File: config.mk
export PLATFORM = sky130hd
export DESIGN_NAME = periph_top
export DESIGN_NICKNAME = d
export VERILOG_FILES = /design/src/hdl/periph_pkg.sv /design/src/hdl/uart_pkg.sv /design/src/hdl/uart_if.sv /design/src/hdl/baud_counter.sv /design/src/hdl/uart_tx.sv /design/src/hdl/uart_rx.sv /design/src/hdl/pwm_gen.sv /design/src/hdl/io_regs.sv /design/src/hdl/periph_top.sv
export SDC_FILE = /design/constraint.sdc
export NUM_CORES = 1
export LEC_CHECK = 0
export ABC_AREA = 0
export BUFFER_PORTS_ARGS = -buffer_cell sky130_fd_sc_hd__buf_2
export CAP_MARGIN = 0
export CORE_MARGIN = 1.5
export CORE_UTILIZATION = 51
export DETAILED_ROUTE_END_ITERATION = 7
export MAX_ROUTING_LAYER = met4
export PLACE_DENSITY = 0.76
export SLEW_MARGIN = 0
export SYNTH_ARGS = -nofsm -noshare
export SYNTH_HDL_FRONTEND = slang
export SYNTH_SLANG_ARGS = --single-unit
File: constraint.sdc
create_clock -name clk -period 1.54 [get_ports clk]
set_input_delay 0 -clock clk [delete_from_list [all_inputs] [get_ports clk]]
set_output_delay 0 -clock clk [all_outputs]
set_load 0.02 [all_outputs]
File: src/hdl/periph_pkg.sv
// Peripheral block package with register map, bus word types and interrupt sources
package periph_pkg;

	// Bus and port types --------------------
	typedef logic [15:0] data_t;        // Register bus data word
	typedef logic [2:0]  reg_addr_t;    // Register index
	typedef logic [7:0]  byte_t;        // Serial data byte
	typedef logic [2:0]  irq_src_t;     // Bit 0 rx valid, 1 tx ready, 2 PWM period
	typedef logic [1:0]  irq_vec_t;     // Number of the winning source
	typedef logic [6:0]  gpi_t;         // General-purpose input port

	localparam int PWM_BITS = 8;        // PWM counter width
	typedef logic [PWM_BITS-1:0] duty_t;

	// Register indices --------------------
	localparam reg_addr_t REG_IRQEN = 3'd0;
	localparam reg_addr_t REG_FLAGS = 3'd1;     // Read-only status
	localparam reg_addr_t REG_UART  = 3'd2;
	localparam reg_addr_t REG_GPIO  = 3'd4;
	localparam reg_addr_t REG_SDTY  = 3'd6;     // Screen dirty clear

	// FLAGS word bit positions
	localparam int FLAG_RX_VALID  = 0;
	localparam int FLAG_TX_READY  = 1;
	localparam int FLAG_OVERRUN   = 2;
	localparam int FLAG_FRAME_ERR = 3;
	localparam int FLAG_PWM_IRQ   = 4;
	localparam int FLAG_CTRL_C    = 5;
	localparam int FLAG_SDTY      = 6;

	localparam byte_t CTRL_C_CODE = 8'd3;   // ASCII ETX

endpackage

File: src/hdl/uart_pkg.sv
// UART package with the 8N1 frame format and baud timing constants
package uart_pkg;

	// Baud timing --------------------
	localparam int BAUD_DIV = 8;        // Clock cycles per bit

	// Frame format
	// One start bit, eight data bits and one stop bit.
	// The receiver shift register and the transmit bit
	// counter are both sized from these values.
	localparam int FRAME_BITS = 10;     // Start + data + stop
	localparam int DATA_BITS  = 8;      // Payload bits, LSB first

	// Line level between frames and of the stop bit
	localparam logic IDLE_LEVEL = 1'b1;

endpackage

File: src/hdl/uart_if.sv
// UART bus interface between the register block and the transmit and receive halves
`timescale 1ns/1ps

interface uart_if;
	import periph_pkg::*;

	// Register block to UART
	byte_t tx_data;         // Byte to send
	logic  tx_wr;           // Start pulse
	logic  rx_rd;           // Clears rx flags

	// UART to register block
	logic  tx_ready;        // Transmitter idle
	byte_t rx_data;         // Last received byte
	logic  rx_valid;        // Byte waiting
	logic  rx_overrun;      // Second byte before read
	logic  rx_frame_err;    // Stop bit of buffered byte low

	modport regs (
		output tx_data, tx_wr, rx_rd,
		input  tx_ready, rx_data, rx_valid, rx_overrun, rx_frame_err
	);

	modport tx (input tx_data, tx_wr, output tx_ready);

	modport rx (input rx_rd, output rx_data, rx_valid, rx_overrun, rx_frame_err);

endinterface

File: src/hdl/baud_counter.sv
// Baud counter dividing clk into bit periods with restart, bit-end and mid-bit outputs
`timescale 1ns/1ps

module baud_counter #(
	parameter int DIVIDER = uart_pkg::BAUD_DIV      // Cycles per bit, 2 or more
) (
	input  logic clk,
	input  logic reset,
	input  logic restart,       // Forces count to zero
	output logic bit_end,       // Last count of the bit
	output logic mid_bit        // Sample point
);

	localparam int CNT_BITS = (DIVIDER > 2) ? $clog2(DIVIDER) : 1;

	logic [CNT_BITS-1:0] count;

	// Divider --------------------
	always_ff @(posedge clk or posedge reset) begin
		if (reset) begin
			count <= '0;
		end else if (restart || bit_end) begin
			count <= '0;                // Wrap or resync
		end else begin
			count <= count + 1'b1;
		end
	end

	assign bit_end = (count == CNT_BITS'(DIVIDER - 1));
	assign mid_bit = (count == CNT_BITS'(DIVIDER / 2 - 1));    // Half way into the bit

endmodule

File: src/hdl/uart_tx.sv
// UART transmitter sending start, eight data and one stop bit per written byte
`timescale 1ns/1ps

module uart_tx (
	input  logic clk,
	input  logic reset,
	uart_if.tx   uart,
	output logic txd
);
	import uart_pkg::*;

	localparam int CNT_BITS = $clog2(FRAME_BITS + 1);

	logic                  bit_end;     // End of current bit
	logic [DATA_BITS:0]    tx_shift;    // Data plus start bit
	logic [CNT_BITS-1:0]   bit_cnt;     // Bits left in frame
	logic                  busy;

	// Bit timing restarts with each write
	baud_counter baud_i (
		.clk     (clk),
		.reset   (reset),
		.restart (uart.tx_wr),
		.bit_end (bit_end),
		.mid_bit ()
	);

	// Shift register --------------------
	always_ff @(posedge clk or posedge reset) begin
		if (reset) begin
			tx_shift <= {(DATA_BITS + 1){IDLE_LEVEL}};
		end else if (uart.tx_wr) begin
			tx_shift <= {uart.tx_data, ~IDLE_LEVEL};        // Start bit at LSB
		end else if (bit_end) begin
			tx_shift <= {IDLE_LEVEL, tx_shift[DATA_BITS:1]}; // Stop level fills from top
		end
	end

	// Frame bit counter
	always_ff @(posedge clk or posedge reset) begin
		if (reset) begin
			bit_cnt <= '0;
		end else if (uart.tx_wr) begin
			bit_cnt <= CNT_BITS'(FRAME_BITS);
		end else if (busy && bit_end) begin
			bit_cnt <= bit_cnt - 1'b1;
		end
	end

	assign busy          = |bit_cnt;
	assign uart.tx_ready = ~busy;
	assign txd           = tx_shift[0];     // LSB first on the line

endmodule

File: src/hdl/uart_rx.sv
// UART receiver with input synchronizer, mid-bit sampling, byte buffer and status flags
`timescale 1ns/1ps

module uart_rx (
	input  logic clk,
	input  logic reset,
	uart_if.rx   uart,
	input  logic rxd
);
	import periph_pkg::*;
	import uart_pkg::*;

	logic [1:0]            rxd_sync;    // Two-flop synchronizer
	logic                  rxd_edge;    // Any line transition
	logic                  sample;      // Mid-bit strobe
	logic [FRAME_BITS-1:0] rx_shift;    // Start bit walks to bit 0
	logic                  frame_done;
	byte_t                 rx_buf;      // Received data
	logic                  rx_stop;     // Stop bit of buffered byte
	logic [1:0]            rx_val;      // Overrun above valid

	// Synchronizer --------------------
	always_ff @(posedge clk or posedge reset) begin
		if (reset) begin
			rxd_sync <= {2{IDLE_LEVEL}};
		end else begin
			rxd_sync <= {rxd_sync[0], rxd};
		end
	end

	assign rxd_edge = rxd_sync[1] ^ rxd_sync[0];

	// Bit clock realigns on every edge
	baud_counter baud_i (
		.clk     (clk),
		.reset   (reset),
		.restart (rxd_edge),
		.bit_end (),
		.mid_bit (sample)
	);

	// Sampling shift register --------------------
	// Armed with all ones. A low start bit reaching bit 0 means
	// data and stop sit above it and the frame is complete.
	always_ff @(posedge clk or posedge reset) begin
		if (reset) begin
			rx_shift <= '1;
		end else if (frame_done) begin
			rx_shift <= '1;                 // Re-arm for next frame
		end else if (sample) begin
			rx_shift <= {rxd_sync[1], rx_shift[FRAME_BITS-1:1]};
		end
	end

	assign frame_done = ~rx_shift[0];

	always_ff @(posedge clk) begin
		if (frame_done) rx_buf <= rx_shift[DATA_BITS:1];
	end

	always_ff @(posedge clk or posedge reset) begin
		if (reset) begin
			rx_stop <= IDLE_LEVEL;          // No frame error after reset
			rx_val  <= 2'b00;
		end else if (frame_done) begin
			rx_stop <= rx_shift[FRAME_BITS-1];
			rx_val  <= {rx_val[0], 1'b1};   // Valid, overrun if already valid
		end else if (uart.rx_rd) begin
			rx_val  <= 2'b00;
		end
	end

	assign uart.rx_data      = rx_buf;
	assign uart.rx_valid     = rx_val[0];
	assign uart.rx_overrun   = rx_val[1];
	assign uart.rx_frame_err = (rx_stop != IDLE_LEVEL);    // Stop bit low

endmodule

File: src/hdl/pwm_gen.sv
// PWM generator with free-running counter, double-buffered duty and period interrupt
`timescale 1ns/1ps

module pwm_gen (
	input  logic               clk,
	input  logic               reset,
	input  periph_pkg::duty_t  duty,        // New duty value
	input  logic               duty_wr,     // Load hold and clear irq
	output logic               pwm_out,
	output logic               pwm_irq      // Period start flag
);
	import periph_pkg::*;

	duty_t pwm_hold;        // Written by the bus
	duty_t pwm_buf;         // Compared value for this period
	duty_t pwm_cnt;
	logic  cnt_wrap;        // Terminal count 2^n - 2
	logic  cnt_zero;

	assign cnt_wrap = (pwm_cnt == duty_t'((1 << PWM_BITS) - 2));
	assign cnt_zero = (pwm_cnt == '0);

	// Counter and output --------------------
	always_ff @(posedge clk or posedge reset) begin
		if (reset) begin
			pwm_hold <= '0;
			pwm_buf  <= '0;
			pwm_cnt  <= '0;
			pwm_out  <= 1'b0;
			pwm_irq  <= 1'b0;
		end else begin
			if (duty_wr) pwm_hold <= duty;
			if (cnt_wrap) pwm_buf <= pwm_hold;      // Takes effect next period
			pwm_cnt <= cnt_wrap ? '0 : pwm_cnt + 1'b1;
			if (pwm_cnt == pwm_buf) pwm_out <= 1'b0;    // Zero duty wins at count 0
			else if (cnt_zero) pwm_out <= 1'b1;
			if (cnt_zero) pwm_irq <= 1'b1;
			else if (duty_wr) pwm_irq <= 1'b0;
		end
	end

endmodule

File: src/hdl/io_regs.sv
// Register block decoding the bus, holding control registers and prioritizing interrupts
`timescale 1ns/1ps

module io_regs (
	input  logic                   clk,
	input  logic                   reset,
	input  periph_pkg::reg_addr_t  addr,
	input  periph_pkg::data_t      wdata,
	input  logic                   wr,
	input  logic                   rd,
	output periph_pkg::data_t      rdata,
	output logic                   stall,
	output logic                   irq,
	output periph_pkg::irq_vec_t   irq_vec,
	input  periph_pkg::gpi_t       gpi,
	output logic                   gpo,
	uart_if.regs                   uart,
	output periph_pkg::duty_t      duty,
	output logic                   duty_wr,
	input  logic                   pwm_irq
);
	import periph_pkg::*;

	logic     sel_flags;
	logic     sel_uart;
	logic     wr_ok;        // Write not stalled
	logic     rd_ok;
	irq_src_t irq_en;       // IRQEN register
	irq_src_t irq_act;      // Enabled active sources
	logic     sdty;         // Screen dirty
	logic     ctrl_c;
	data_t    flags;

	// Decode and stall --------------------
	assign sel_flags = (addr == REG_FLAGS);
	assign sel_uart  = (addr == REG_UART);
	assign stall     = sel_uart && ((rd && !uart.rx_valid) || (wr && !uart.tx_ready));
	assign wr_ok     = wr && !stall;
	assign rd_ok     = rd && !stall;

	assign uart.tx_data = wdata[7:0];
	assign uart.tx_wr   = wr_ok && sel_uart;
	assign uart.rx_rd   = rd_ok && sel_uart;    // Clears valid and overrun
	assign duty         = wdata[PWM_BITS-1:0];
	assign duty_wr      = wr_ok && sel_flags;   // FLAGS write reloads PWM

	// Control registers
	always_ff @(posedge clk or posedge reset) begin
		if (reset) begin
			irq_en <= '0;
			gpo    <= 1'b0;
			sdty   <= 1'b0;
		end else if (wr_ok) begin
			if (addr == REG_IRQEN) irq_en <= wdata[2:0];
			if (addr == REG_GPIO) gpo <= wdata[0];
			if (sel_uart) sdty <= 1'b1;     // Any sent char dirties screen
			else if (addr == REG_SDTY) sdty <= 1'b0;
		end
	end

	// Status word --------------------
	assign ctrl_c = uart.rx_valid && (uart.rx_data == CTRL_C_CODE);

	always_comb begin
		flags                 = '0;
		flags[FLAG_RX_VALID]  = uart.rx_valid;
		flags[FLAG_TX_READY]  = uart.tx_ready;
		flags[FLAG_OVERRUN]   = uart.rx_overrun;
		flags[FLAG_FRAME_ERR] = uart.rx_frame_err;
		flags[FLAG_PWM_IRQ]   = pwm_irq;
		flags[FLAG_CTRL_C]    = ctrl_c;
		flags[FLAG_SDTY]      = sdty;
	end

	// Read mux
	always_comb begin
		case (addr)
			REG_IRQEN: rdata = data_t'(irq_en);
			REG_FLAGS: rdata = flags;
			REG_UART:  rdata = data_t'(uart.rx_data);
			REG_GPIO:  rdata = data_t'({gpi, gpo});     // Inputs above gpo
			default:   rdata = '0;
		endcase
	end

	// Interrupts --------------------
	assign irq_act = irq_en & {pwm_irq, uart.tx_ready, uart.rx_valid};
	assign irq     = |irq_act;

	always_comb begin
		if (irq_act[0]) irq_vec = 2'd0;     // Lowest number wins
		else if (irq_act[1]) irq_vec = 2'd1;
		else if (irq_act[2]) irq_vec = 2'd2;
		else irq_vec = 2'd0;
	end

endmodule

File: src/hdl/periph_top.sv
// Peripheral subsystem top joining register block, UART halves and PWM to plain ports
`timescale 1ns/1ps

module periph_top (
	input  logic                   clk,
	input  logic                   reset,
	input  periph_pkg::reg_addr_t  addr,
	input  periph_pkg::data_t      wdata,
	input  logic                   wr,
	input  logic                   rd,
	output periph_pkg::data_t      rdata,
	output logic                   stall,       // Repeat access while high
	output logic                   irq,
	output periph_pkg::irq_vec_t   irq_vec,
	input  periph_pkg::gpi_t       gpi,
	output logic                   gpo,
	input  logic                   rxd,
	output logic                   txd,
	output logic                   pwm_out
);
	import periph_pkg::*;

	duty_t duty;            // PWM hold value from bus
	logic  duty_wr;
	logic  pwm_irq;

	// Register block to UART
	uart_if uart_bus ();

	io_regs regs_i (
		.clk     (clk),
		.reset   (reset),
		.addr    (addr),
		.wdata   (wdata),
		.wr      (wr),
		.rd      (rd),
		.rdata   (rdata),
		.stall   (stall),
		.irq     (irq),
		.irq_vec (irq_vec),
		.gpi     (gpi),
		.gpo     (gpo),
		.uart    (uart_bus),
		.duty    (duty),
		.duty_wr (duty_wr),
		.pwm_irq (pwm_irq)
	);

	uart_tx tx_i (.clk(clk), .reset(reset), .uart(uart_bus), .txd(txd));

	uart_rx rx_i (.clk(clk), .reset(reset), .uart(uart_bus), .rxd(rxd));

	pwm_gen pwm_i (
		.clk     (clk),
		.reset   (reset),
		.duty    (duty),
		.duty_wr (duty_wr),
		.pwm_out (pwm_out),
		.pwm_irq (pwm_irq)
	);

endmodule

==> flow_summary.toml <==
[drt]
wire_per_inst_um = 14.5
routed_wl_mm = 6.84
vias_per_cell = 5.10
detail_route.first_pass.iterations = 4
drc = 0
vias = 2413
drtIter0Drc = 93
ant_nets = 0

[power]
swShare_pct = 28.5
power_frac_comb_pct = 26.6
p_leak_nw = 2.02
max-vdd-ir-drop_mv = 0.657
powerDensity_mw_per_mm2 = 1270
p_sw_mw = 1.64
clockPowerShare_pct = 25.7
internal-power_mw = 4.11
sequentialPowerShare_pct = 47.7

[floorplan]
pin_count = 54
std_cell_rows = 30
chipWidth_um = 86.6
core_area_mm2 = 0.00679
dieArea_mm2 = 0.00750
die_y_um = 86.6
initial_core_util_pct = 52.5

[global_routing]
track_usage_pct = 20.0
grt_pass1_wl_mm = 11.2
antenna_found_initial = 0
grt_pass1_vias = 2437
grt-ovfl-total = 0
grt_start_max_net_pins = 66

[synthesis]
synthFlopType = "dfrtp_1"
ys_ff_latch = 73
yosysTopAreaCellShare_pct = 30.2
syn_area_mm2 = 0.00357
syn_avg_cell_area_um2 = 12.0
synth_edf_count = 8
yosys_warnings = 0
synthCells = 297
ys_top_cells_by_area = "dfrtp_1 (30%), dfstp_2 (16%), mux2_2 (9.2%)"
ys_async_sr_fraction_pct = 89.0
yosysSeqAreaShare_pct = 53.1
ys_types = 49
yosysTopAreaCell = "dfrtp_1"

[finish]
n_fill_cell = 503
diodes = 0
fin_util_pct = 66.5
multiInputGateArea_mm2 = 0.00166
syn_to_final_growth_pct = 26.7
drive_gt1_share_pct = 45.6
finalNetCount = 413
seq_area_mm2 = 0.00189

[critical_path]
end_kind = "primary output"
critical-path-max-stage-delay_ps = 390
cp_max_fo = 6
crit_arrival_ps = 1660
startpoint_type = "register"
critPathKind = "reg -> out"
crit_slowest_cell = "dfrtp_1"
cp.required_ps = 1540
crit_path_cell_trace = "inv_2, ha_4, nor3b_4, buf_6, nand2_2, a21oi_2, buf_4"

[hold_path]
hold_class = "in -> reg"

[sta]
report.final.slew_viol_count = 0
setup_violations = 16
rsz0062_at_grt = "true"
fin_crit_sh_pct = 108
max_freq_mhz = 601
hold_ws_ps = 38.8
setup_ws_ps = -123
fin_crit_ps = 1660
finalHoldViolations = 0
clock_skew_ps = 5.37

[clocking]
insertion_delay_ps = 340
cts_made_buffers = 9
cts_tree = "yes"
clk_path_buf_depth = 2
cts_sinks = 73
path_clk_slew_ps = 80
clockRootBuffer = "clkbuf_8"
htreeDepth = 3

[job]
drv_cap = 0

[placed_design]
post-place-ws_ps = -35.0
place_hpwl_mm = 4.55
place_congestion = 0.841
io_buffers = 37

[status]
violations = "negative setup slack"
status = "complete, but fails checks"
==> sequential cells by signal (all words and copies together) (netlist names), 2 cells and up <==
| name | cells |
|---|---|
| pwm_i.pwm_buf | 8 |
| pwm_i.pwm_cnt | 8 |
| pwm_i.pwm_hold | 8 |
| regs_i.irq_en | 3 |
| rx_i.baud_i.count | 3 |
| rx_i.rx_shift | 10 |
| rx_i.rx_val | 2 |
| rx_i.rxd_sync | 2 |
| rx_i.uart.rx_data | 8 |
| tx_i.baud_i.count | 3 |
| tx_i.bit_cnt | 4 |
| tx_i.tx_shift | 9 |
==> power by group through the flow <==
stage,clock network [mW],registers (mW),logic (mW)
floorplan,0,2.68,0.880
global placement,0,2.73,1.15
detailed placement,0,2.75,1.18
CTS,1.52,2.73,1.37
global route,1.60,2.78,1.66
finish,1.48,2.74,1.53
==> critical path: cells and delay by family (launching register included) <==
| family | cells | cell delay [ps] |
|---|---|---|
| AND/OR/NAND/NOR | 2 | 260 |
| flip-flops | 1 | 390 |
| buffers and inverters | 3 | 410 |
| AO/OA/AOI/OAI | 1 | 130 |
| adder cells (fa/ha/maj) | 1 | 130 |
==> cells in the final DEF, fill, tap and decap left out, types with 3 or more instances in the layout <==
master and count:
dfrtp_1 43, buf_2 32, buf_4 30, mux2_2 29
dfstp_2 22, nand2_1 20, mux2i_1 15, dlygate4sd3_1 11
xor2_1 10, inv_1 10, o21ai_0 10, nor2_1 9
clkbuf_8 9, conb_1 8, edfxtp_1 8, nor2b_1 6
mux2_4 6, nand3_1 6, nor3_1 5, a21oi_1 5
nand3b_1 5, buf_6 5, clkinvlp_4 4, ha_4 4
ha_1 4, a2bb2oi_1 3, nand2b_1 3, inv_2 3
a22oi_1 3, xnor2_1 3
==> per-layer routing <==
layer | wire, µm | global-route usage (%)
met2 | 3420 | 31.2
met4 | 138 | 9.68
met5 | 0 | -
met1 | 3120 | 25.2
met3 | 158 | 3.71
==> final timing paths <==
kind | end | cells after the start | slack, ps | from
min | rx_i.rx_val[1] | 3 | 40 | rd
max reg2reg | tx_i.bit_cnt[3] | 8 | -80 | tx_i.bit_cnt[0]
min reg2reg | rx_i.rxd_sync[1] | 0 | 380 | rx_i.rxd_sync[0]
max in group asynchronous | tx_i.tx_shift[0] | 4 | 930 | reset
min in group asynchronous | pwm_i.pwm_cnt[0] | 4 | 280 | reset
max | irq_vec[0] | 7 | -120 | tx_i.bit_cnt[0]
==> area by class of cell <==
cell class	count	area share [%]
sequential	73	41.9
multi-input combinational	193	36.6
timing repair buffer	80	13.1
clock buffer	10	2.82
tap	96	2.66
clock inverter	6	1.47
inverter	15	1.38
==> stage by stage <==
step           cells  total power, mW  area (µm²)  TNS (ps)
6_report         473             5.74        4520      -963
5_1_grt          473             6.04        4520     -2330
3_3_place_gp     438             3.88        4000         0
3_5_place_dp     438             3.93        4000     -35.5
2_1_floorplan    304             3.56        3650         0
4_1_cts          468             5.62        4400      -798
==> cells by family after synthesis <==
group	Yosys count	synth area share, %
flops	73	53.1
buf+inv	38	5.58
other cells	1	0.105
mux	50	15.9
xor+xnor	13	3.19
fa+ha+maj	10	3.51
compound gates	38	7.02
simple gates	74	11.6
==> cell usage after synthesis, drive strengths merged (3+ instances only) <==
cell type and count:
nand3 7, clkbuf 7, o21ai 12, nor2 10, nand3b 5, dfstp 22, buf 16, a22oi 4
a2bb2oi 4, dfrtp 43, nor3 5, xnor2 3, inv 15, nand2b 3, nand2 21, a21oi 7
mux2 35, ha 10, nor4 3, edfxtp 8, mux2i 15, xor2 10, nor2b 7
==> timing repair <==
action | 4_1_cts | 5_1_grt
hold endpoints to repair | 65 | 0
hold buffers | 11 | 0
pin swaps | 4 | 7
resized for setup | 18 | 22
setup buffers | 3 | 5
endpoints found under the setup margin | 12 | 22
No activity file was read; power rests on OpenSTA's default activity.
